**src/verilog/pollable_memory_defs.svh**
```systemverilog
/* sizes shared by the pollable memory design
   the playback region must lie inside the byte address space */

`ifndef POLLABLE_MEMORY_DEFS_SVH
`define POLLABLE_MEMORY_DEFS_SVH

// host bus
`define BUS_WIDTH           16
`define HALFWORDS_PER_WORD  2   // transactions per data word

// memory
`define ADDRESS_DEPTH       8   // 256 words of 32 bits
`define BYTE_ADDRESS_DEPTH  (`ADDRESS_DEPTH + 2)

// pipeline depths
`define SYNC_STAGES         3   // input synchronizer
`define ACK_STAGES          4   // delay from internal ack to ack_valid

// playback region, in bytes
`define PLAYBACK_START      0
`define PLAYBACK_BYTES      32

`define ERROR_COUNT_WIDTH   8   // counters wrap

`endif

```
**src/verilog/mem_pkg.sv**
```systemverilog
/* types for the word memory and the byte playback port
   halfword 1 and byte 3 are the most significant */

`include "pollable_memory_defs.svh"

package mem_pkg;

	// bus side sees halfwords, the gearbox sees bytes
	typedef union packed {
		logic [`HALFWORDS_PER_WORD-1:0][`BUS_WIDTH-1:0] halfwords;
		logic [3:0][7:0]                                bytes;
	} data_word_t;

	// port a request
	typedef struct packed {
		logic [`ADDRESS_DEPTH-1:0] address;
		data_word_t                data;
		logic                      write_strobe; // one cycle per word
	} mem_write_t;

	// playback stream, one byte per clock
	typedef struct packed {
		logic [7:0] data_byte;
		logic       sync; // first byte of the region
	} playback_t;

endpackage

```
**src/verilog/playback_reader.sv**
```systemverilog
/* loops over the playback region forever, never stalls
   sync marks the byte read from PLAYBACK_START */

`include "pollable_memory_defs.svh"

module playback_reader (
	input  logic                           clock,
	input  logic                           reset125,
	output logic [`BYTE_ADDRESS_DEPTH-1:0] byte_address,
	input  logic [7:0]                     read_byte,
	output mem_pkg::playback_t             playback
);
	localparam logic [`BYTE_ADDRESS_DEPTH-1:0] FIRST = `PLAYBACK_START;
	localparam logic [`BYTE_ADDRESS_DEPTH-1:0] LAST  =
		`PLAYBACK_START + `PLAYBACK_BYTES - 1;

	logic at_first;
	logic wrap_flag;

	assign at_first = (byte_address == FIRST);

	always_ff @(posedge clock) begin
		if (reset125) begin
			byte_address <= FIRST;
			wrap_flag    <= 1'b0;
		end else begin
			if (byte_address == LAST) begin
				byte_address <= FIRST; // wrap
			end else begin
				byte_address <= byte_address + 1'b1;
			end
			wrap_flag <= at_first; // matches the ram latency
		end
	end

	assign playback.data_byte = read_byte;
	assign playback.sync      = wrap_flag;

endmodule

```
**config.mk**
```make
export PLATFORM = sky130hd
export DESIGN_NAME = playback_reader
export DESIGN_NICKNAME = d
export VERILOG_FILES = /design/src/verilog/mem_pkg.sv /design/src/verilog/playback_reader.sv
export VERILOG_INCLUDE_DIRS = /design/src /design/src/verilog
export SDC_FILE = /design/constraint.sdc
export NUM_CORES = 1
export LEC_CHECK = 0
export BUFFER_PORTS_ARGS = -buffer_cell sky130_fd_sc_hd__buf_2
export CAP_MARGIN = 20
export CORE_MARGIN = 10
export CORE_UTILIZATION = 35
export DETAILED_ROUTE_END_ITERATION = 8
export PLACE_DENSITY = 0.75
export SYNTH_ARGS = -nofsm -noshare
export SYNTH_HDL_FRONTEND = slang
export SYNTH_SLANG_ARGS = --single-unit
export TNS_END_PERCENT = 20
```
**constraint.sdc**
```tcl
create_clock -name clock -period 2.67 [get_ports clock]
set_input_delay 0.4005 -clock clock [delete_from_list [all_inputs] [get_ports clock]]
set_output_delay 0.4005 -clock clock [all_outputs]
set_load 0.02 [all_outputs]
```
======== After elaboration in Yosys (flattened, before gate mapping) ========
Index checks and enable logic that the tools add are counted.
operators by class
  add/subtract/negate cells ............... 1
  equality and inequality tests ........... 1
  reduce and logical (&&, ||, !) cells .... 2
operators with widths
  kind                     count
  $add A10 B1 Y10 const B  1
  $eq A10 B5 Y1 const B    1
  $logic_not A10 Y1        1
  $reduce_or A2 Y1         1
storage, ports and cells
  flip-flop bits (word level) ............. 11
  input port bits ......................... 10
  output and inout bits ................... 19
  word-level logic and storage cells ...... 6

======== Depth between registers and ports, before layout ========
  depth after elaboration ................. 2
  depth in mapped cells ................... 4
  mapped depth without buffers ............ 4

======== Worst setup path after synthesis ========
No wires, ideal clock.
  kind .................................... reg-to-reg
  start point ............................. register byte_address[0]
  end point ............................... register byte_address[8]
  setup time .............................. 121 ps
  arrival ................................. 1,382 ps
  data required time ...................... 2,549 ps
  slack ................................... 1,167 ps
  cell stages (with the launch flop) ...... 5
  path buffers ............................ 0
  period minus slack after synthesis ...... 1,503 ps
  cells stage by stage .................... dfxtp_1 > ha_1 > and4_2 > nand4_1 > mux2_2
between the ends
  cells in the longest elaborated chain, start to end .. 2
  elaborated cells between the ends (all ways) .. 3
  those cells by class .................... add/sub: 1; eq/ne: 1; reduce/logical: 1
RTL lines
  what                                                                     RTL line               text
  from (decl)                                                              playback_reader.sv:9   output logic [`BYTE_ADDRESS_DEPTH-1:0] byte_address,
  from (signal assigned)                                                   playback_reader.sv:30  byte_address <= byte_address + 1'b1;
  parallel branches: the longest is 2 deep, another holds $add A10 B1 Y10  n/a
Parallel ways; which one is timed is not known.
A chain may end at the register's enable or synchronous reset.

======== Final worst setup path ========
Same ends and word-level chain as after synthesis.

==> run summary <==
Sequential share of the synthesized area -> 39.4%
Most frequent cells in the layout -> buf_2, dfxtp_1, nor2_1
DP Wirelength -> 826 um
Most common cell after layout, fill and taps aside -> buf_2
Crit start category -> flip-flop
Slew margin rel. -> 82.5%
H-Tree Depth -> 1
I/O pin count -> 29
DR WL/cell -> 12.9 um
CTS tree -> done
Fin crit share -> 53.3%
Via count -> 444
Cell Chain, Critical Path -> ha_1 -> and4_2 -> nand4_1 -> mux2_2
Hold_buf cts -> 0
Grt ovf -> 0
Minimum clock period -> 1420 ps
Post-Synthesis Cells -> 63
Vias in the first global route -> 444
Max Cap Viol -> 0
Post-Layout Cell Count -> 86
Total Wirelength -> 1110 um
Postcts setup bufs -> 0
Hold Path Depth -> 2
Worst EP required -> 2840 ps
Post-Syn Nets -> 75
EDFF count, synth -> 0
Yosys warns -> 0
Peak per-stage delay on the critical path -> 420 ps
Leakage power -> 0.000267 uW
Inserted Clock Buffers -> 3
Root Driver -> clkbuf_4
Fillers -> 169
Final Slew Violations -> 0
Max Root-Sink Buffers -> 2
Largest net degree at the start of global routing -> 10
Post-CTS Resized -> 0
WP data arrival -> 1590 ps
Initial antenna violation count -> 0
Clk_lat worst skew -> 270 ps
Mean area per synthesized cell -> 8.88 sq um
Ant. Diodes -> 0
CP max FO -> 6
RSZ-0062 raised after global routing -> false
Pre-CTS WS -> 1250 ps
Gpl congestion -> 0.725
Port Buffers -> 12
Clock Skew -> 8.14 ps
Die height -> 60.0 um
Crit Path Class -> reg2reg
VDD IR max -> 282 uV
Hold Crit Class -> in2reg
First drt pass iteration count -> 4
Ys async rst share -> 0%
Worst-Margin Slew -> 262 ps
Global-route wire length before repair -> 1970 um
Initial Util -> 37.1%
Share of cells above drive strength 1 -> 32.9%
Unique masters post-synth -> 23
Final setup TNS -> 0 ps
Fmax -> 703 MHz
DRC -> 0
GRT Total Usage -> 7.28%
Die Width -> 60.0 um
Synthesized area -> 559 sq um
Seq cells post-synth -> 11
Status -> finished, final reports clean
Final ANT Viol Nets -> 0
Cell Pwr Density -> 534 nW/um^2
Final-report hold violation count -> 0
CTS sink cnt -> 11
Worst-path clk slew -> 70 ps
DP Cell Count -> 82
NumNets Final -> 83
Worst reg2reg path depth -> 4
Critical Path Sink Type -> flip-flop
Die ar. -> 3600 sq um
Slowest CP cell -> dfxtp_1
Floorplan row count -> 14
Via density -> 5.16
Syn-to-layout area delta -> 6.94%
Setup Viol. Count Final -> 0
Initial DRC count -> 4
Predominant post-synthesis flop cell -> dfxtp_1
Setup slack after layout -> 1250 ps
Core area -> 1510 sq um
-- Yosys cell counts, types with 2 or more instances --
cell type / instances / area share, %
xnor2_1: 2 / 3.1
buf_4: 9 / 12
nor2_1: 8 / 5.4
nand4_1: 2 / 2.2
o21ai_0: 2 / 1.8
a31o_2: 2 / 3.1
dfxtp_1: 11 / 39
nand3_1: 3 / 2.7
inv_1: 4 / 2.7
a21oi_1: 4 / 3.6
ha_1: 2 / 4.5
or3_2: 2 / 2.7
nor3_1: 2 / 1.8
-- report_power, final --
| group | total [uW] | internal, uW | switching [uW] | leakage, uW |
|---|---|---|---|---|
| registers | 176 | 170 | 6.28 | 0.0000895 |
| clock network | 114 | 57.9 | 56.4 | 0.0000150 |
| logic | 29.1 | 11.7 | 17.4 | 0.000163 |
| total | 319 | 239 | 80.0 | 0.000267 |
-- per-layer routing --
layer	vias up	routed length (um)	GRT usage (%)	share of wire, %
li1	225	-	-	-
met1	202	498	7.54	45
met2	15	502	10.4	45
met3	2	99	5.30	8.9
met4	0	8	4.17	0.72
met5	-	0	0	0
-- worst max-delay path: cells and delay by family (launching register included) --
| family | cells | cell delay [ps] |
|---|---|---|
| flops | 1 | 420 |
| mux | 1 | 280 |
| simple gates | 2 | 390 |
| fa+ha+maj | 1 | 230 |
-- metrics by stage --
stage	instance area, sq um	hold WS (ps)	power [uW]	utilization, %
after global placement	572	476	209	38.0
final	598	381	319	39.7
after global routing	598	376	345	39.7
after CTS	598	374	325	39.7
after floorplan	559	473	218	-
after detailed placement	572	489	210	38.0
-- flip-flops by register name (all words and copies together) (netlist names) --
name	count
byte_address	10
wrap_flag	1
-- worst paths after layout --
check                                     start              end  slack, ps
worst max-delay path            byte_address[0]  byte_address[8]       1250
worst min-delay path                   reset125  byte_address[4]        380
worst max register to register  byte_address[0]  byte_address[8]       1250
worst min register to register  byte_address[9]  byte_address[9]        500
-- final cells by class --
type	instances	area, sq um	area share [%]
clock buffer	4	26.3	4.39
inverter	4	15.0	2.51
multi-input combinational	39	256	42.9
sequential	11	220	36.8
tap	16	20.0	3.35
timing repair buffer	12	60.1	10.0
-- kinds of logic (layout without fill, tap and decap cells) --
family          after synthesis  in the layout  synth area share (%)
simple gates                 24             24                  24.8
buf+inv                      13             20                  14.8
xor+xnor                      3              3                  4.70
compound gates                9              9                  9.84
flops                        11             11                  39.4
fa+ha+maj                     2              2                  4.47
mux                           1              1                  2.01
Note: power is estimated with default switching activity, not from simulation.
