--- src/verilog/pollable_memory_defs.svh ---
/* sizes shared by the pollable memory design
   the playback region must lie inside the byte address space */

`ifndef POLLABLE_MEMORY_DEFS_SVH
`define POLLABLE_MEMORY_DEFS_SVH

// host bus
`define BUS_WIDTH           16
`define HALFWORDS_PER_WORD  2   // transactions per data word

// memory
`define ADDRESS_DEPTH       8   // 256 words of 32 bits
`define BYTE_ADDRESS_DEPTH  (`ADDRESS_DEPTH + 2)

// pipeline depths
`define SYNC_STAGES         3   // input synchronizer
`define ACK_STAGES          4   // delay from internal ack to ack_valid

// playback region, in bytes
`define PLAYBACK_START      0
`define PLAYBACK_BYTES      32

`define ERROR_COUNT_WIDTH   8   // counters wrap

`endif

--- src/verilog/bus_pkg.sv ---
/* types for the host side of the parallel bus
   one bus sample, the settled levels and the error counters */

`include "pollable_memory_defs.svh"

package bus_pkg;

	// one sample of the raw host lines
	typedef struct packed {
		logic                  enable;          // 1 = active
		logic                  read;            // 1 = read, 0 = write
		logic                  register_select; // 1 = data, 0 = address
		logic [`BUS_WIDTH-1:0] data;
	} bus_cmd_t;

	// levels seen stable after the synchronizer
	typedef struct packed {
		logic active;
		logic idle;
		logic read_mode;
		logic write_mode_data;
		logic write_mode_address;
	} bus_settled_t;

	// abandoned partial transfers
	typedef struct packed {
		logic [`ERROR_COUNT_WIDTH-1:0] read_errors;
		logic [`ERROR_COUNT_WIDTH-1:0] write_errors;
		logic [`ERROR_COUNT_WIDTH-1:0] address_errors;
	} error_counts_t;

endpackage

--- src/verilog/bus_sync.sv ---
/* host lines are asynchronous to clock
   a level counts only when the last two stages agree */

`include "pollable_memory_defs.svh"

module bus_sync (
	input  logic                    clock,
	input  logic                    reset125,
	input  bus_pkg::bus_cmd_t       cmd,
	output bus_pkg::bus_settled_t   settled,
	output logic [`BUS_WIDTH-1:0]   bus_data
);
	import bus_pkg::*;

	localparam int LAST = `SYNC_STAGES - 1;

	bus_cmd_t stage [`SYNC_STAGES];

	logic enable_high;
	logic enable_low;
	logic read_high;
	logic read_low;
	logic select_high;
	logic select_low;

	// agreement of the two oldest stages
	assign enable_high = stage[LAST].enable & stage[LAST-1].enable;
	assign enable_low  = ~(stage[LAST].enable | stage[LAST-1].enable);
	assign read_high   = stage[LAST].read & stage[LAST-1].read;
	assign read_low    = ~(stage[LAST].read | stage[LAST-1].read);
	assign select_high = stage[LAST].register_select & stage[LAST-1].register_select;
	assign select_low  = ~(stage[LAST].register_select | stage[LAST-1].register_select);

	always_ff @(posedge clock) begin
		if (reset125) begin
			for (int i = 0; i < `SYNC_STAGES; i++) begin
				stage[i] <= '0;
			end
			settled <= '0;
		end else begin
			stage[0] <= cmd;
			for (int i = 1; i < `SYNC_STAGES; i++) begin
				stage[i] <= stage[i-1];
			end
			settled.active             <= enable_high;
			settled.idle               <= enable_low;
			settled.read_mode          <= read_high;
			settled.write_mode_data    <= read_low & select_high;
			settled.write_mode_address <= read_low & select_low; // select 0 means address
		end
	end

	// lines up with settled
	always_ff @(posedge clock) begin
		bus_data <= stage[LAST].data;
	end

endmodule

--- config.mk ---
export PLATFORM = sky130hd
export DESIGN_NAME = bus_sync
export DESIGN_NICKNAME = d
export VERILOG_FILES = /design/src/verilog/bus_pkg.sv /design/src/verilog/bus_sync.sv
export VERILOG_INCLUDE_DIRS = /design/src /design/src/verilog
export SDC_FILE = /design/constraint.sdc
export NUM_CORES = 1
export LEC_CHECK = 0
export ABC_CLOCK_PERIOD_IN_PS = 800
export BUFFER_PORTS_ARGS = -buffer_cell sky130_fd_sc_hd__buf_2
export CAP_MARGIN = 20
export CORE_MARGIN = 3
export CORE_UTILIZATION = 46
export CTS_BUF_LIST = sky130_fd_sc_hd__clkbuf_16
export CTS_CLUSTER_DIAMETER = 50
export CTS_CLUSTER_SIZE = 10
export DETAILED_ROUTE_END_ITERATION = 8
export PLACE_DENSITY = 0.83
export SLEW_MARGIN = 10
export SYNTH_ARGS = -nofsm -noshare
export SYNTH_HDL_FRONTEND = slang
export SYNTH_SLANG_ARGS = --single-unit
export TNS_END_PERCENT = 30
--- constraint.sdc ---
create_clock -name clock -period 0.8 [get_ports clock]
set_input_delay 0.16 -clock clock [delete_from_list [all_inputs] [get_ports clock]]
set_output_delay 0.16 -clock clock [all_outputs]
set_load 0.02 [all_outputs]
After elaboration in Yosys (flattened, before gate mapping)
Memory sizes are Yosys's and may differ from the RTL's.
Cells that the tools add are included.
- memories kept: 1
- memory bits (writable): 57
- output and inout bits: 21
- word-level logic and storage cells: 27
- flip-flop bits (word level): 21
- bitwise operators: 14
- muxes and demuxes: 6
- memories (memory ; words ; width ; read ports ; clocked after memory_dff ; write ports ; line ; RTL):
    stage ; 3 ; 19 ; 3 ; 0 ; 3 ; bus_sync.sv:17 ; bus_cmd_t stage [`SYNC_STAGES];
- operator list (operator ; count):
    19-bit two-way mux ; 3
    1-bit OR ; 6
    1-bit AND ; 5
    1-bit two-way mux ; 3
    1-bit NOT ; 3

Logic depth before layout (Yosys ltp)
- depth in word-level cells: 3
- gate-level depth with buffers: 3
- gate-level depth less buffers: 2

Least setup slack after synthesis
No wires, ideal clock.
- path type: reg2reg
- from: memory stage[0][36] (netlist bit)
- to: register settled[0] (netlist bit)
- buffers on the path: 0
- stages on the path, launching flop included: 3
- data arrival time: 747 ps
- setup slack: -20 ps
- setup time: 73 ps
- cells stage by stage: dfxtp_1 -> or3_4 -> nor3_2
- RTL lines (element ; line ; RTL):
    start, declared ; bus_sync.sv:17 ;
    end, declared ; bus_sync.sv:10 ; output bus_pkg::bus_settled_t settled,

Final worst setup path
- from: register bus_data[10], read port of stage
- to: output bus_data[10]
- RTL lines (element ; line ; RTL):
    start, declared ; bus_sync.sv:11 ; output logic [`BUS_WIDTH-1:0] bus_data
No word-level cell between the ends.

==> impl_metrics.csv <==
group,metric,value,unit
timing,drv_slew,0,
power_and_ir_drop,p_leak,1.18,nW
logic_synthesis,synthesis.area,0.00201,mm²
global_route,grt_pass1_vias,1036,
routing,via_count,1028,
clock_tree,postCtsSetupBuffers,0,
routing,drt_iter0_markers,25,
worst_setup_path,reg2reg_to,"settled[0]",
timing,fin_tns_setup,-2.50,ns
min_path,hold_path_depth,2,
global_route,antenna_found_initial,0,
floorplanning,num_io_pins,42,
worst_setup_path,cpMaxStageDelayCell,"dfxtp_2",
logic_synthesis,postSynthCellCount,148,
worst_setup_path,start_kind,"flop",
timing,worst_clock_skew,0.00238,ns
floorplanning,die_area,0.00519,mm²
logic_synthesis,ys_types,12,
logic_synthesis,synth-seq-area-share,0.778,
worst_setup_path,reg2reg_slack,-0.08,ns
logic_synthesis,syn_area_per_cell,13.6,µm²
timing,fmax,1080,MHz
placement,pre_cts_ws,-0.0800,ns
clock_tree,h-tree-depth,3,
clock_tree,clock_tree.buffer_depth,2,
clock_tree,clockRootBuffer,"clkbuf_16",
timing,fin_ws,-0.124,ns
routing,ant_nets,0,
power_and_ir_drop,p_per_area,3000,mW/mm²
placement,io_buffers,41,
timing,hold_slack,0.0392,ns
worst_setup_path,r2r-start,"stage[0][55]",
worst_setup_path,cpPeakStageDelay,0.32,ns
worst_setup_path,cp_max_fo,1,
worst_setup_path,worst-endpoint-required,0.64,ns
routing,routed_wl,2.89,mm
power_and_ir_drop,ir_worst_vdd,1.26,mV
routing,wl_per_cell,11.5,µm
logic_synthesis,synth.net_count,169,
cells_and_area,fin_nets,217,
clock_tree,cts.clk_slew.worst_paths,0.05,ns
logic_synthesis,ys_ff_latch,78,
min_path,hp-start,"cmd[2]",
timing,period_share,1.15,
clock_tree,numCtsBuffers,9,
cells_and_area,final_layout_size_suffix_gt1_frac,0.393,
floorplanning,die_w,72.1,µm
timing,final_hold_viol_count,0,
clock_tree,cts_tree,"done",
worst_setup_path,crit_chain,"buf_6",
min_path,hold-path-endpoint,"stage[0][2]",
floorplanning,core,0.00412,mm²
timing,period_minus_slack,0.924,ns
run,cap_violations,0,
routing,drc,0,
clock_tree,clock_sinks,78,
worst_setup_path,cp.arrival,0.76,ns
timing,rsz0062_at_grt,"yes",
routing,viasPerCell,4.10,
min_path,holdCritPathClass,"input pin to flop",
floorplanning,start_util,0.488,
placement,gp_congestion,0.669,
logic_synthesis,ys_warn_count,0,
placement,hpwl,1.64,mm
global_route,grt_pass1_wl,4.69,mm
global_route,gr-usage-all-layers,0.127,
status,violations,"negative setup slack",
global_route,grt_overflow_total,0,
floorplanning,die_y,72.1,µm
worst_setup_path,cp_top_family,"flip-flops",
worst_setup_path,rr_worst_depth,2,
worst_setup_path,path_buf_inv,1,
cells_and_area,n_antenna_cell,0,
worst_setup_path,crit_type,"flop to output pin",
power_and_ir_drop,power.total,8.09,mW
routing,drtPass1Iterations,4,
clock_tree,worstSkewPairLatency,0.32,ns
cells_and_area,area_growth,34.3,%
timing,setup_viol,23,
global_route,grt_max_degree,38,
cells_and_area,n_fill_cell,286,
floorplanning,rows,23,
status,status,"complete, but fails checks",
timing,worst_slew_pin_slew,0.326,ns
worst_setup_path,endpoint_kind,"output pin",
timing,max-slew-margin-rel,0.783,
-- cell usage in the layout, fill, tap and decap left out, drive strengths merged --
cell type and n:
dfxtp 78, nor2b 49, buf 43, clkbuf 9, and2b 8, clkinv 6, and2 2, nor3 2
or3 1, nand2 1, nor2 1, bufinv 1
-- cell usage after synthesis --
cell / instances / area share
nor2_1: 1 / 0.0019
clkbuf_1: 2 / 0.0037
nor2b_1: 49 / 0.15
nor3_2: 1 / 0.0050
dfxtp_1: 78 / 0.78
nand2_1: 1 / 0.0019
and2b_1: 8 / 0.030
or3_4: 1 / 0.0056
nor3_1: 1 / 0.0025
and2_1: 2 / 0.0062
buf_6: 1 / 0.0056
buf_2: 3 / 0.0075
-- layout make-up --
cell class / instances / area, µm² / area share
sequential: 78 / 1590 / 0.589
multi-input combinational: 64 / 413 / 0.153
timing repair buffer: 43 / 352 / 0.130
clock buffer: 9 / 225 / 0.0835
tap: 50 / 62.6 / 0.0232
clock inverter: 7 / 55.1 / 0.0204
-- power by group --
| group | switching (mW) | internal, mW |
|---|---|---|
| Sequential | 0.0425 | 4.04 |
| Combinational | 0.126 | 0.165 |
| Clock | 1.37 | 2.35 |
| Total | 1.54 | 6.56 |
-- cell families (layout without fill, tap and decap cells) --
| kind of cell | after synthesis | in the layout | share of synthesized area |
|---|---|---|---|
| buffers and inverters | 6 | 59 | 0.0168 |
| DFF | 78 | 78 | 0.778 |
| and+or+nand+nor | 64 | 64 | 0.206 |
-- layer usage --
layer	wire (µm)	track usage
met1	1220	0.139
met2	1440	0.192
met3	187	0.0596
met4	46	0.0877
met5	0	0
-- worst max path at each step --
stage / start / slack (ns) / cells after the start / to
finish: bus_data[10] / -0.12 / 1 / bus_data[10]
detailed placement: reset125 / -0.08 / 3 / settled[0]
floorplan: reset125 / -0.003 / 3 / settled[0]
global placement: reset125 / -0.04 / 3 / settled[0]
CTS: bus_data[11] / -0.13 / 1 / bus_data[11]
global route: bus_data[3] / -0.15 / 1 / bus_data[3]
-- state kept, by name, indices dropped and copies added, names as in the netlist --
name / count
stage: 57
bus_data: 16
settled: 5
-- stage by stage --
step | util | area, µm² | instances
finish | 0.655 | 2700 | 251
global route | 0.655 | 2700 | 251
CTS | 0.655 | 2690 | 251
detailed placement | 0.548 | 2260 | 235
global placement | 0.548 | 2260 | 235
floorplan | - | 2010 | 148
-- what timing repair did --
action	CTS	global route
setup endpoints to repair	23	23
cloned	0	0
hold endpoints to repair	0	0
resized for setup	62	2
hold buffers	0	0
pin swaps	0	1
Note: power is estimated with default switching activity, not from simulation.
