### config.mk
export PLATFORM = sky130hd
export DESIGN_NAME = bus_slave
export DESIGN_NICKNAME = d
export VERILOG_FILES = /design/src/verilog/bus_pkg.sv /design/src/verilog/mem_pkg.sv /design/src/verilog/bus_slave.sv
export VERILOG_INCLUDE_DIRS = /design/src /design/src/verilog
export SDC_FILE = /design/constraint.sdc
export NUM_CORES = 1
export LEC_CHECK = 0
export BUFFER_PORTS_ARGS = -buffer_cell sky130_fd_sc_hd__buf_4
export CORE_ASPECT_RATIO = 1.4
export CORE_UTILIZATION = 45
export DETAILED_ROUTE_END_ITERATION = 12
export GPL_TIMING_DRIVEN = 0
export PLACE_DENSITY = 0.76
export SETUP_SLACK_MARGIN = 0.05
export SYNTH_ARGS = -nofsm -noshare
export SYNTH_HDL_FRONTEND = slang
export SYNTH_SLANG_ARGS = --single-unit
### constraint.sdc
create_clock -name clock -period 2.1 [get_ports clock]
set_input_delay 0.105 -clock clock [delete_from_list [all_inputs] [get_ports clock]]
set_output_delay 0.105 -clock clock [all_outputs]
set_load 0.01 [all_outputs]
### src/verilog/pollable_memory_defs.svh
/* sizes shared by the pollable memory design
   the playback region must lie inside the byte address space */

`ifndef POLLABLE_MEMORY_DEFS_SVH
`define POLLABLE_MEMORY_DEFS_SVH

// host bus
`define BUS_WIDTH           16
`define HALFWORDS_PER_WORD  2   // transactions per data word

// memory
`define ADDRESS_DEPTH       8   // 256 words of 32 bits
`define BYTE_ADDRESS_DEPTH  (`ADDRESS_DEPTH + 2)

// pipeline depths
`define SYNC_STAGES         3   // input synchronizer
`define ACK_STAGES          4   // delay from internal ack to ack_valid

// playback region, in bytes
`define PLAYBACK_START      0
`define PLAYBACK_BYTES      32

`define ERROR_COUNT_WIDTH   8   // counters wrap

`endif

### src/verilog/bus_pkg.sv
/* types for the host side of the parallel bus
   one bus sample, the settled levels and the error counters */

`include "pollable_memory_defs.svh"

package bus_pkg;

	// one sample of the raw host lines
	typedef struct packed {
		logic                  enable;          // 1 = active
		logic                  read;            // 1 = read, 0 = write
		logic                  register_select; // 1 = data, 0 = address
		logic [`BUS_WIDTH-1:0] data;
	} bus_cmd_t;

	// levels seen stable after the synchronizer
	typedef struct packed {
		logic active;
		logic idle;
		logic read_mode;
		logic write_mode_data;
		logic write_mode_address;
	} bus_settled_t;

	// abandoned partial transfers
	typedef struct packed {
		logic [`ERROR_COUNT_WIDTH-1:0] read_errors;
		logic [`ERROR_COUNT_WIDTH-1:0] write_errors;
		logic [`ERROR_COUNT_WIDTH-1:0] address_errors;
	} error_counts_t;

endpackage

### src/verilog/mem_pkg.sv
/* types for the word memory and the byte playback port
   halfword 1 and byte 3 are the most significant */

`include "pollable_memory_defs.svh"

package mem_pkg;

	// bus side sees halfwords, the gearbox sees bytes
	typedef union packed {
		logic [`HALFWORDS_PER_WORD-1:0][`BUS_WIDTH-1:0] halfwords;
		logic [3:0][7:0]                                bytes;
	} data_word_t;

	// port a request
	typedef struct packed {
		logic [`ADDRESS_DEPTH-1:0] address;
		data_word_t                data;
		logic                      write_strobe; // one cycle per word
	} mem_write_t;

	// playback stream, one byte per clock
	typedef struct packed {
		logic [7:0] data_byte;
		logic       sync; // first byte of the region
	} playback_t;

endpackage

### src/verilog/bus_slave.sv
/* host must hold a transaction until ack_valid and keep enable low long enough
   for the idle sequencing; one address transaction, two per data word */

`include "pollable_memory_defs.svh"

module bus_slave (
	input  logic                     clock,
	input  logic                     reset125,
	input  bus_pkg::bus_settled_t    settled,
	input  logic [`BUS_WIDTH-1:0]    bus_data,
	input  mem_pkg::data_word_t      read_word,
	output mem_pkg::mem_write_t      mem_write,
	output logic [`BUS_WIDTH-1:0]    bus_out,
	output logic                     ack_valid,
	output bus_pkg::error_counts_t   errors
);
	import mem_pkg::*;

	localparam int HW_BITS = $clog2(`HALFWORDS_PER_WORD);
	localparam logic [HW_BITS-1:0] LAST_HW = HW_BITS'(`HALFWORDS_PER_WORD - 1);

	// state bit 0 marks a captured halfword, bit 1 a finished word
	logic [1:0]                astate;
	logic [1:0]                wstate;
	logic [1:0]                rstate;
	logic [HW_BITS-1:0]        wword; // counts down from the msb halfword
	logic [HW_BITS-1:0]        rword;
	logic [`ADDRESS_DEPTH-1:0] address_word;
	logic [`ADDRESS_DEPTH-1:0] address_reg;
	data_word_t                write_data;
	logic                      write_strobe;
	logic                      pre_ack;
	logic [`ACK_STAGES-1:0]    ack_pipe;

	logic write_partial;
	logic read_partial;
	logic address_partial;

	assign write_partial   = (wstate != 2'b00) || (wword != LAST_HW);
	assign read_partial    = (rstate != 2'b00) || (rword != LAST_HW);
	assign address_partial = (astate != 2'b00);

	// ------------------------------
	// halfword capture
	always_ff @(posedge clock) begin
		if (settled.active && settled.write_mode_data && wstate == 2'b00) begin
			write_data.halfwords[wword] <= bus_data;
		end
		if (settled.active && settled.write_mode_address && astate == 2'b00) begin
			address_word <= bus_data[`ADDRESS_DEPTH-1:0];
		end
		if (settled.active && settled.read_mode && rstate == 2'b00) begin
			bus_out <= read_word.halfwords[rword];
		end
	end

	// ------------------------------
	// sequencers
	always_ff @(posedge clock) begin
		if (reset125) begin
			astate       <= 2'b00;
			wstate       <= 2'b00;
			rstate       <= 2'b00;
			wword        <= LAST_HW;
			rword        <= LAST_HW;
			address_reg  <= '0;
			write_strobe <= 1'b0;
			pre_ack      <= 1'b0;
			ack_pipe     <= '0;
			errors       <= '0;
		end else begin
			pre_ack      <= 1'b0;
			write_strobe <= 1'b0;
			if (settled.active) begin
				if (settled.read_mode) begin
					pre_ack <= 1'b1;
					if (rstate == 2'b00) begin
						rstate <= 2'b01;
					end
				end else if (settled.write_mode_data) begin
					pre_ack <= 1'b1;
					if (wstate == 2'b00) begin
						wstate <= 2'b01;
					end
				end else if (settled.write_mode_address) begin
					pre_ack <= 1'b1;
					if (astate == 2'b00) begin
						astate <= 2'b01;
					end
				end
			end else if (settled.idle) begin
				if (rstate[1] || wstate[1]) begin
					address_reg <= address_reg + 1'b1; // autoincrement
				end
				if (wstate != 2'b00) begin
					if (read_partial) begin // abandon the read
						rstate             <= 2'b00;
						rword              <= LAST_HW;
						errors.read_errors <= errors.read_errors + 1'b1;
					end
					if (address_partial) begin
						astate                <= 2'b00;
						errors.address_errors <= errors.address_errors + 1'b1;
					end
					if (wstate[1]) begin
						wstate <= 2'b00;
						wword  <= LAST_HW;
					end else if (wword != '0) begin
						wstate <= 2'b00;
						wword  <= wword - 1'b1;
					end else begin
						wstate       <= 2'b10;
						write_strobe <= 1'b1; // word complete
					end
				end
				if (rstate != 2'b00) begin
					if (write_partial) begin // abandon the write
						wstate              <= 2'b00;
						wword               <= LAST_HW;
						errors.write_errors <= errors.write_errors + 1'b1;
					end
					if (address_partial) begin
						astate                <= 2'b00;
						errors.address_errors <= errors.address_errors + 1'b1;
					end
					if (rstate[1]) begin
						rstate <= 2'b00;
						rword  <= LAST_HW;
					end else if (rword != '0) begin
						rstate <= 2'b00;
						rword  <= rword - 1'b1;
					end else begin
						rstate <= 2'b10;
					end
				end
				if (astate != 2'b00) begin
					if (write_partial) begin
						wstate              <= 2'b00;
						wword               <= LAST_HW;
						errors.write_errors <= errors.write_errors + 1'b1;
					end
					if (read_partial) begin
						rstate             <= 2'b00;
						rword              <= LAST_HW;
						errors.read_errors <= errors.read_errors + 1'b1;
					end
					if (astate[1]) begin
						astate      <= 2'b00;
						address_reg <= address_word; // overrides the increment
					end else begin
						astate <= 2'b10;
					end
				end
			end
			ack_pipe <= {ack_pipe[`ACK_STAGES-2:0], pre_ack};
		end
	end

	assign ack_valid = ack_pipe[`ACK_STAGES-1];

	assign mem_write.address      = address_reg;
	assign mem_write.data         = write_data;
	assign mem_write.write_strobe = write_strobe;

endmodule

**Yosys cells after proc, flatten, opt, wreduce, memory -nomap -nowiden**

Index checks and enable logic that the tools add are counted.
W data, S select, Z words.

- Latch bits: 0
- Memory bits (writable): 0
- Output and inout bits: 82
- ROM bits: 0
- Memories: 0
- Register bits: 102

- Multipliers: 0
- Bitwise gates (word level): 5
- $add $sub $neg: 6
- Shift operators: 0
- Eq/ne operators: 8
- Div/mod/pow operators: 0
- Mux-type cells: 67
- Order comparisons: 3
- Reductions and logical operators: 24

Operator list:

| kind | number |
|---|---|
| $mux W8 | 11 |
| $mux W16 | 5 |
| $mux W2 | 31 |
| $add A8 B1 Y8 const B | 4 |
| $bwmux W32 | 1 |
| $mux W1 | 18 |
| $demux W16 S1 | 1 |
| $ne A2 B2 Y1 const B | 5 |
| $reduce_bool A2 Y1 | 5 |
| $logic_and A1 B1 Y1 | 7 |
| $logic_not A2 Y1 | 3 |
| $ne A2 B1 Y1 const B | 3 |
| $reduce_and A6 Y1 | 1 |
| $not A1 Y1 | 5 |
| $reduce_or A5 Y1 | 1 |
| $lt A1 B2 Y1 const B | 2 |
| $reduce_and A4 Y1 | 1 |
| $logic_or A1 B1 Y1 | 3 |
| $reduce_and A3 Y1 | 1 |
| $reduce_and A2 Y1 | 1 |
| $reduce_or A2 Y1 | 1 |
| $sub A1 B1 Y1 const B | 2 |
| $ge A1 B1 Y1 const B | 1 |

**Logic depth before layout (Yosys ltp)**

- Word-level depth: 9
- Mapped depth: 6
- Depth with buffers taken out: 5

**Worst setup path after synthesis**

OpenSTA, ideal clock, no wires.

- Kind: reg2reg
- Start: register rstate[1]
- End: register bus_out[0], enable pin
- Data arrival time: 1,661 ps
- Buffers on the path: 1
- Clock period less this slack: 2,072 ps
- Cell stages (with the launch flop): 3
- Setup time: 412 ps
- Setup slack: 28 ps
- Required time: 1,688 ps
- Cell sequence: dfxtp_1 -> buf_2 -> nor3_1

- Cells in the longest elaborated chain, start to end: 2

RTL lines:

| item | RTL line | source |
|---|---|---|
| start, declared | bus_slave.sv:25 | `logic [1:0] rstate;` |
| start signal, assigned | bus_slave.sv:63 | `rstate <= 2'b00;` |
| start signal, assigned | bus_slave.sv:78 | `rstate <= 2'b01;` |
| start signal, assigned | bus_slave.sv:97 | `rstate <= 2'b00;` |
| $logic_not A2 Y1 | bus_slave.sv:52 | `if (settled.active && settled.read_mode && rstate == 2'b00) begin` |
| $logic_and A1 B1 Y1 | bus_slave.sv:52 |  |
| end signal, assigned | bus_slave.sv:53 | `bus_out <= read_word.halfwords[rword];` |
| end, declared | bus_slave.sv:13 | `` output logic [`BUS_WIDTH-1:0] bus_out, `` |

Every way passes these cells.
A chain may end at the register's enable or synchronous reset.

**Worst setup path in the final report**

- Start: register rstate[1]
- End: register errors[23] in the netlist's numbering

- Cells in the longest elaborated chain, start to end: 6

RTL lines:

| item | RTL line | source |
|---|---|---|
| $reduce_bool A2 Y1 * | bus_slave.sv:40 | `assign read_partial = (rstate != 2'b00) \|\| (rword != LAST_HW);` |
| $logic_or A1 B1 Y1 * | bus_slave.sv:40 |  |
| $mux W8 | bus_slave.sv:96 | `if (read_partial) begin` |
| $mux W8 | bus_slave.sv:95 | `if (wstate != 2'b00) begin` |
| $mux W8 | bus_slave.sv:142 | `if (read_partial) begin` |
| $mux W16 * | bus_slave.sv:136 | `if (astate != 2'b00) begin` |
| end, declared | bus_slave.sv:15 | `output bus_pkg::error_counts_t errors` |

Every way passes the cells marked *; elsewhere a longest branch is shown, timed or not.

==> impl_metrics.csv <==
group,metric,value,unit
final_layout,fillers,675,
cts,clock_latency,0.35,ns
logic_synthesis,synth_largest_area_cell,"edfxtp_1",
run,max-cap-violations,0,
cts,h-tree-depth,3,
setup_path,critPathMaxFanout,10,
logic_synthesis,ys_warn_count,0,
logic_synthesis,avgSynthCellArea,12.3,µm²
timing,worst_clock_skew,0.00739,ns
timing,tightest_slew,1.24,ns
global_routing,grt_max_degree,18,
pwr,ir_drop,745,µV
setup_path,required,2.33,ns
die,initial_core_util,0.468,
cts,path_clk_slew,0.07,ns
route,drt_iter0_markers,220,
final_layout,fin_util,0.658,
final_layout,largest_register_ffs,32,
cts,numCtsBuffers,9,
die,fp.dieW,82.2,µm
pwr,leakage,2.20,nW
setup_path,cp-end-kind,"flop",
global_routing,overflow,0,
logic_synthesis,synthAdderAreaFrac,0.0124,
cts,cts-root-buf,"clkbuf_16",
setup_path,crit_buf_inv,1,
cts,clk_path_buf_depth,2,
min_path,hold_class,"in -> reg",
timing,slew_headroom,0.167,
setup_path,crit_start,"rstate[1]",
die,core,8660,µm²
logic_synthesis,synth_edf_count,56,
logic_synthesis,synth_seq_cells,102,
cts,cts.sinks,102,
final_layout,final-seq-area,2600,µm²
place,port_buffers,136,
global_routing,grt_first_pass_wirelength,15100,µm
place,dp_slack,0.0538,ns
final_layout,num_antenna_cells,0,
logic_synthesis,synth.area.mux_share,0.0655,
final_layout,finalNetCount,552,
route,num_vias,3207,
setup_path,critPathLaunchType,"flop",
setup_path,crit_chain,"buf_2 > nor3b_1 > nor4_1 > nand3_1 > mux2_2",
route,first_pass_iters,5,
route,wirelength,9730,µm
die,die_area,9390,µm²
logic_synthesis,synth-compound-area-share,0.0673,
timing,fin_crit,1.92,ns
logic_synthesis,synthTopCellsByCount,"56 x edfxtp_1, 46 x dfxtp_1, 41 x nor2_1",
setup_path,max_stage_delay,0.63,ns
timing,setup_viol_count_final,0,
run_status,status,"complete, no violations",
setup_path,critPathArrivalTime,2.15,ns
logic_synthesis,synth_most_common_cell,"edfxtp_1",
global_routing,grt_pass1_vias,3180,
setup_path,r2r-start,"rstate[1]",
logic_synthesis,synth_seq_area_share,0.643,
timing,max_freq,0.522,GHz
place,place_congestion,0.857,
logic_synthesis,synthXorXnorAreaFrac,0.0324,
logic_synthesis,syn-num-nets,389,
logic_synthesis,synth_top_area_frac,0.415,
timing,rsz0062_at_grt,"false",
logic_synthesis,synth_cell_type_count,50,
cts,cts_setup_buffers,0,
timing,layout_setup_ws,0.183,ns
final_layout,multi_input_area,1390,µm²
logic_synthesis,synth.top_cells.by_area,"edfxtp_1 42%, dfxtp_1 23%, mux2_2 5.3%, nor2_1 3.8%, xnor2_1 3.2%",
logic_synthesis,ys.flop_type,"edfxtp_1",
pwr,power_density,731,nW/µm²
route,post_drt_wl_per_cell,16.1,µm
logic_synthesis,synth_top_family_by_area,"simple AND/OR/NAND/NOR gates",
logic_synthesis,syn_inst,330,
route,ant_nets,0,
setup_path,cp_slowest_cell,"nor3b_1",
logic_synthesis,ys_async_sr_fraction,0,
timing,fin_tns_setup,0,ns
route,route.detailed.drc,0,
route,avgViaCountPerCell,5.32,
global_routing,grt_usage,0.216,
logic_synthesis,syn_area,4050,µm²
die,num_rows,40,
place,hpwlAfterDp,6710,µm
die,die_h,114,µm
cts,cts_tree,"done",
pwr,finalPower,4.17,mW
setup_path,critPathTopFamily,"simple AND/OR/NAND/NOR gates",
logic_synthesis,synth_simple_gate_area_frac,0.155,
global_routing,antenna_found_initial,0,
die,ios,137,
min_path,worstHoldStart,"read_word[4]",
timing,drv_slew,0,
timing,hold_violations,0,
final_layout,area_growth,40.7,%
timing,period_share,0.913,
setup_path,crit_type,"reg -> reg",
final_layout,drive_above_1_share,0.367,
placed cells by master (no fill, tap or decap), types with 6 or more instances in the layout:
cell           instances
a21oi_1                9
buf_4                137
clkbuf_1              11
clkbuf_16              9
dfxtp_1               46
dlygate4sd3_1         16
edfxtp_1              56
inv_1                  7
mux2_2                19
nand2_1                8
nand3_1               20
nor2_1                39
nor2b_1                9
nor3_1                 9
nor4_1                11
o21ai_0                6
xnor2_1               15
final timing paths:
path / depth (start not counted) / endpoint / slack (ns)
setup / recovery: 5 / errors[23] / 0.18
hold reg to reg: 1 / ack_pipe[1] / 0.44
hold / removal: 2 / bus_out[4] / 0.06
setup reg to reg: 5 / errors[23] / 0.18
area by class of cell:
| cell class | instances | area share |
|---|---|---|
| Buffer | 16 | 0.0127 |
| Clock buffer | 9 | 0.0395 |
| Clock inverter | 7 | 0.0123 |
| Inverter | 7 | 0.00461 |
| Multi-Input combinational cell | 205 | 0.244 |
| Sequential cell | 102 | 0.457 |
| Tap cell | 105 | 0.0231 |
| Timing Repair Buffer | 152 | 0.207 |
logic make-up (layout without fill, tap and decap cells):
group / after synthesis / after routing
compound gates: 40 / 40
simple gates: 122 / 122
buf+inv: 23 / 191
flops: 102 / 102
mux: 24 / 24
fa+ha+maj: 4 / 4
xor+xnor: 15 / 15
layer usage:
layer | track usage | share of wire | vias up
met5 | 0 | 0 | -
met1 | 0.247 | 0.37 | 1520
met4 | 0.0854 | 0.018 | 0
met2 | 0.379 | 0.54 | 129
met3 | 0.0518 | 0.067 | 16
li1 | - | - | 1542
repair_timing:
action,4_1_cts,5_1_grt
gates resized for setup,0,5
endpoints found under the hold margin,40,0
hold buffers,16,0
endpoints found under the setup margin,0,36
stage by stage:
stage	hold WS, ns	instance area [µm²]	std cells
floorplan	0.204	4060	330
global placement	0.290	5210	571
detailed placement	0.293	5210	571
CTS	0.0542	5670	603
global route	0.0571	5700	603
finish	0.0596	5700	603
power breakdown:
part	total, mW	internal (mW)	switching, mW	leakage (nW)
combinational	0.320	0.168	0.153	1.16
sequential	2.18	2.16	0.0215	0.889
clock	1.66	0.926	0.738	0.148
total	4.17	3.25	0.913	2.20
Power figures use the tool's default switching activity.
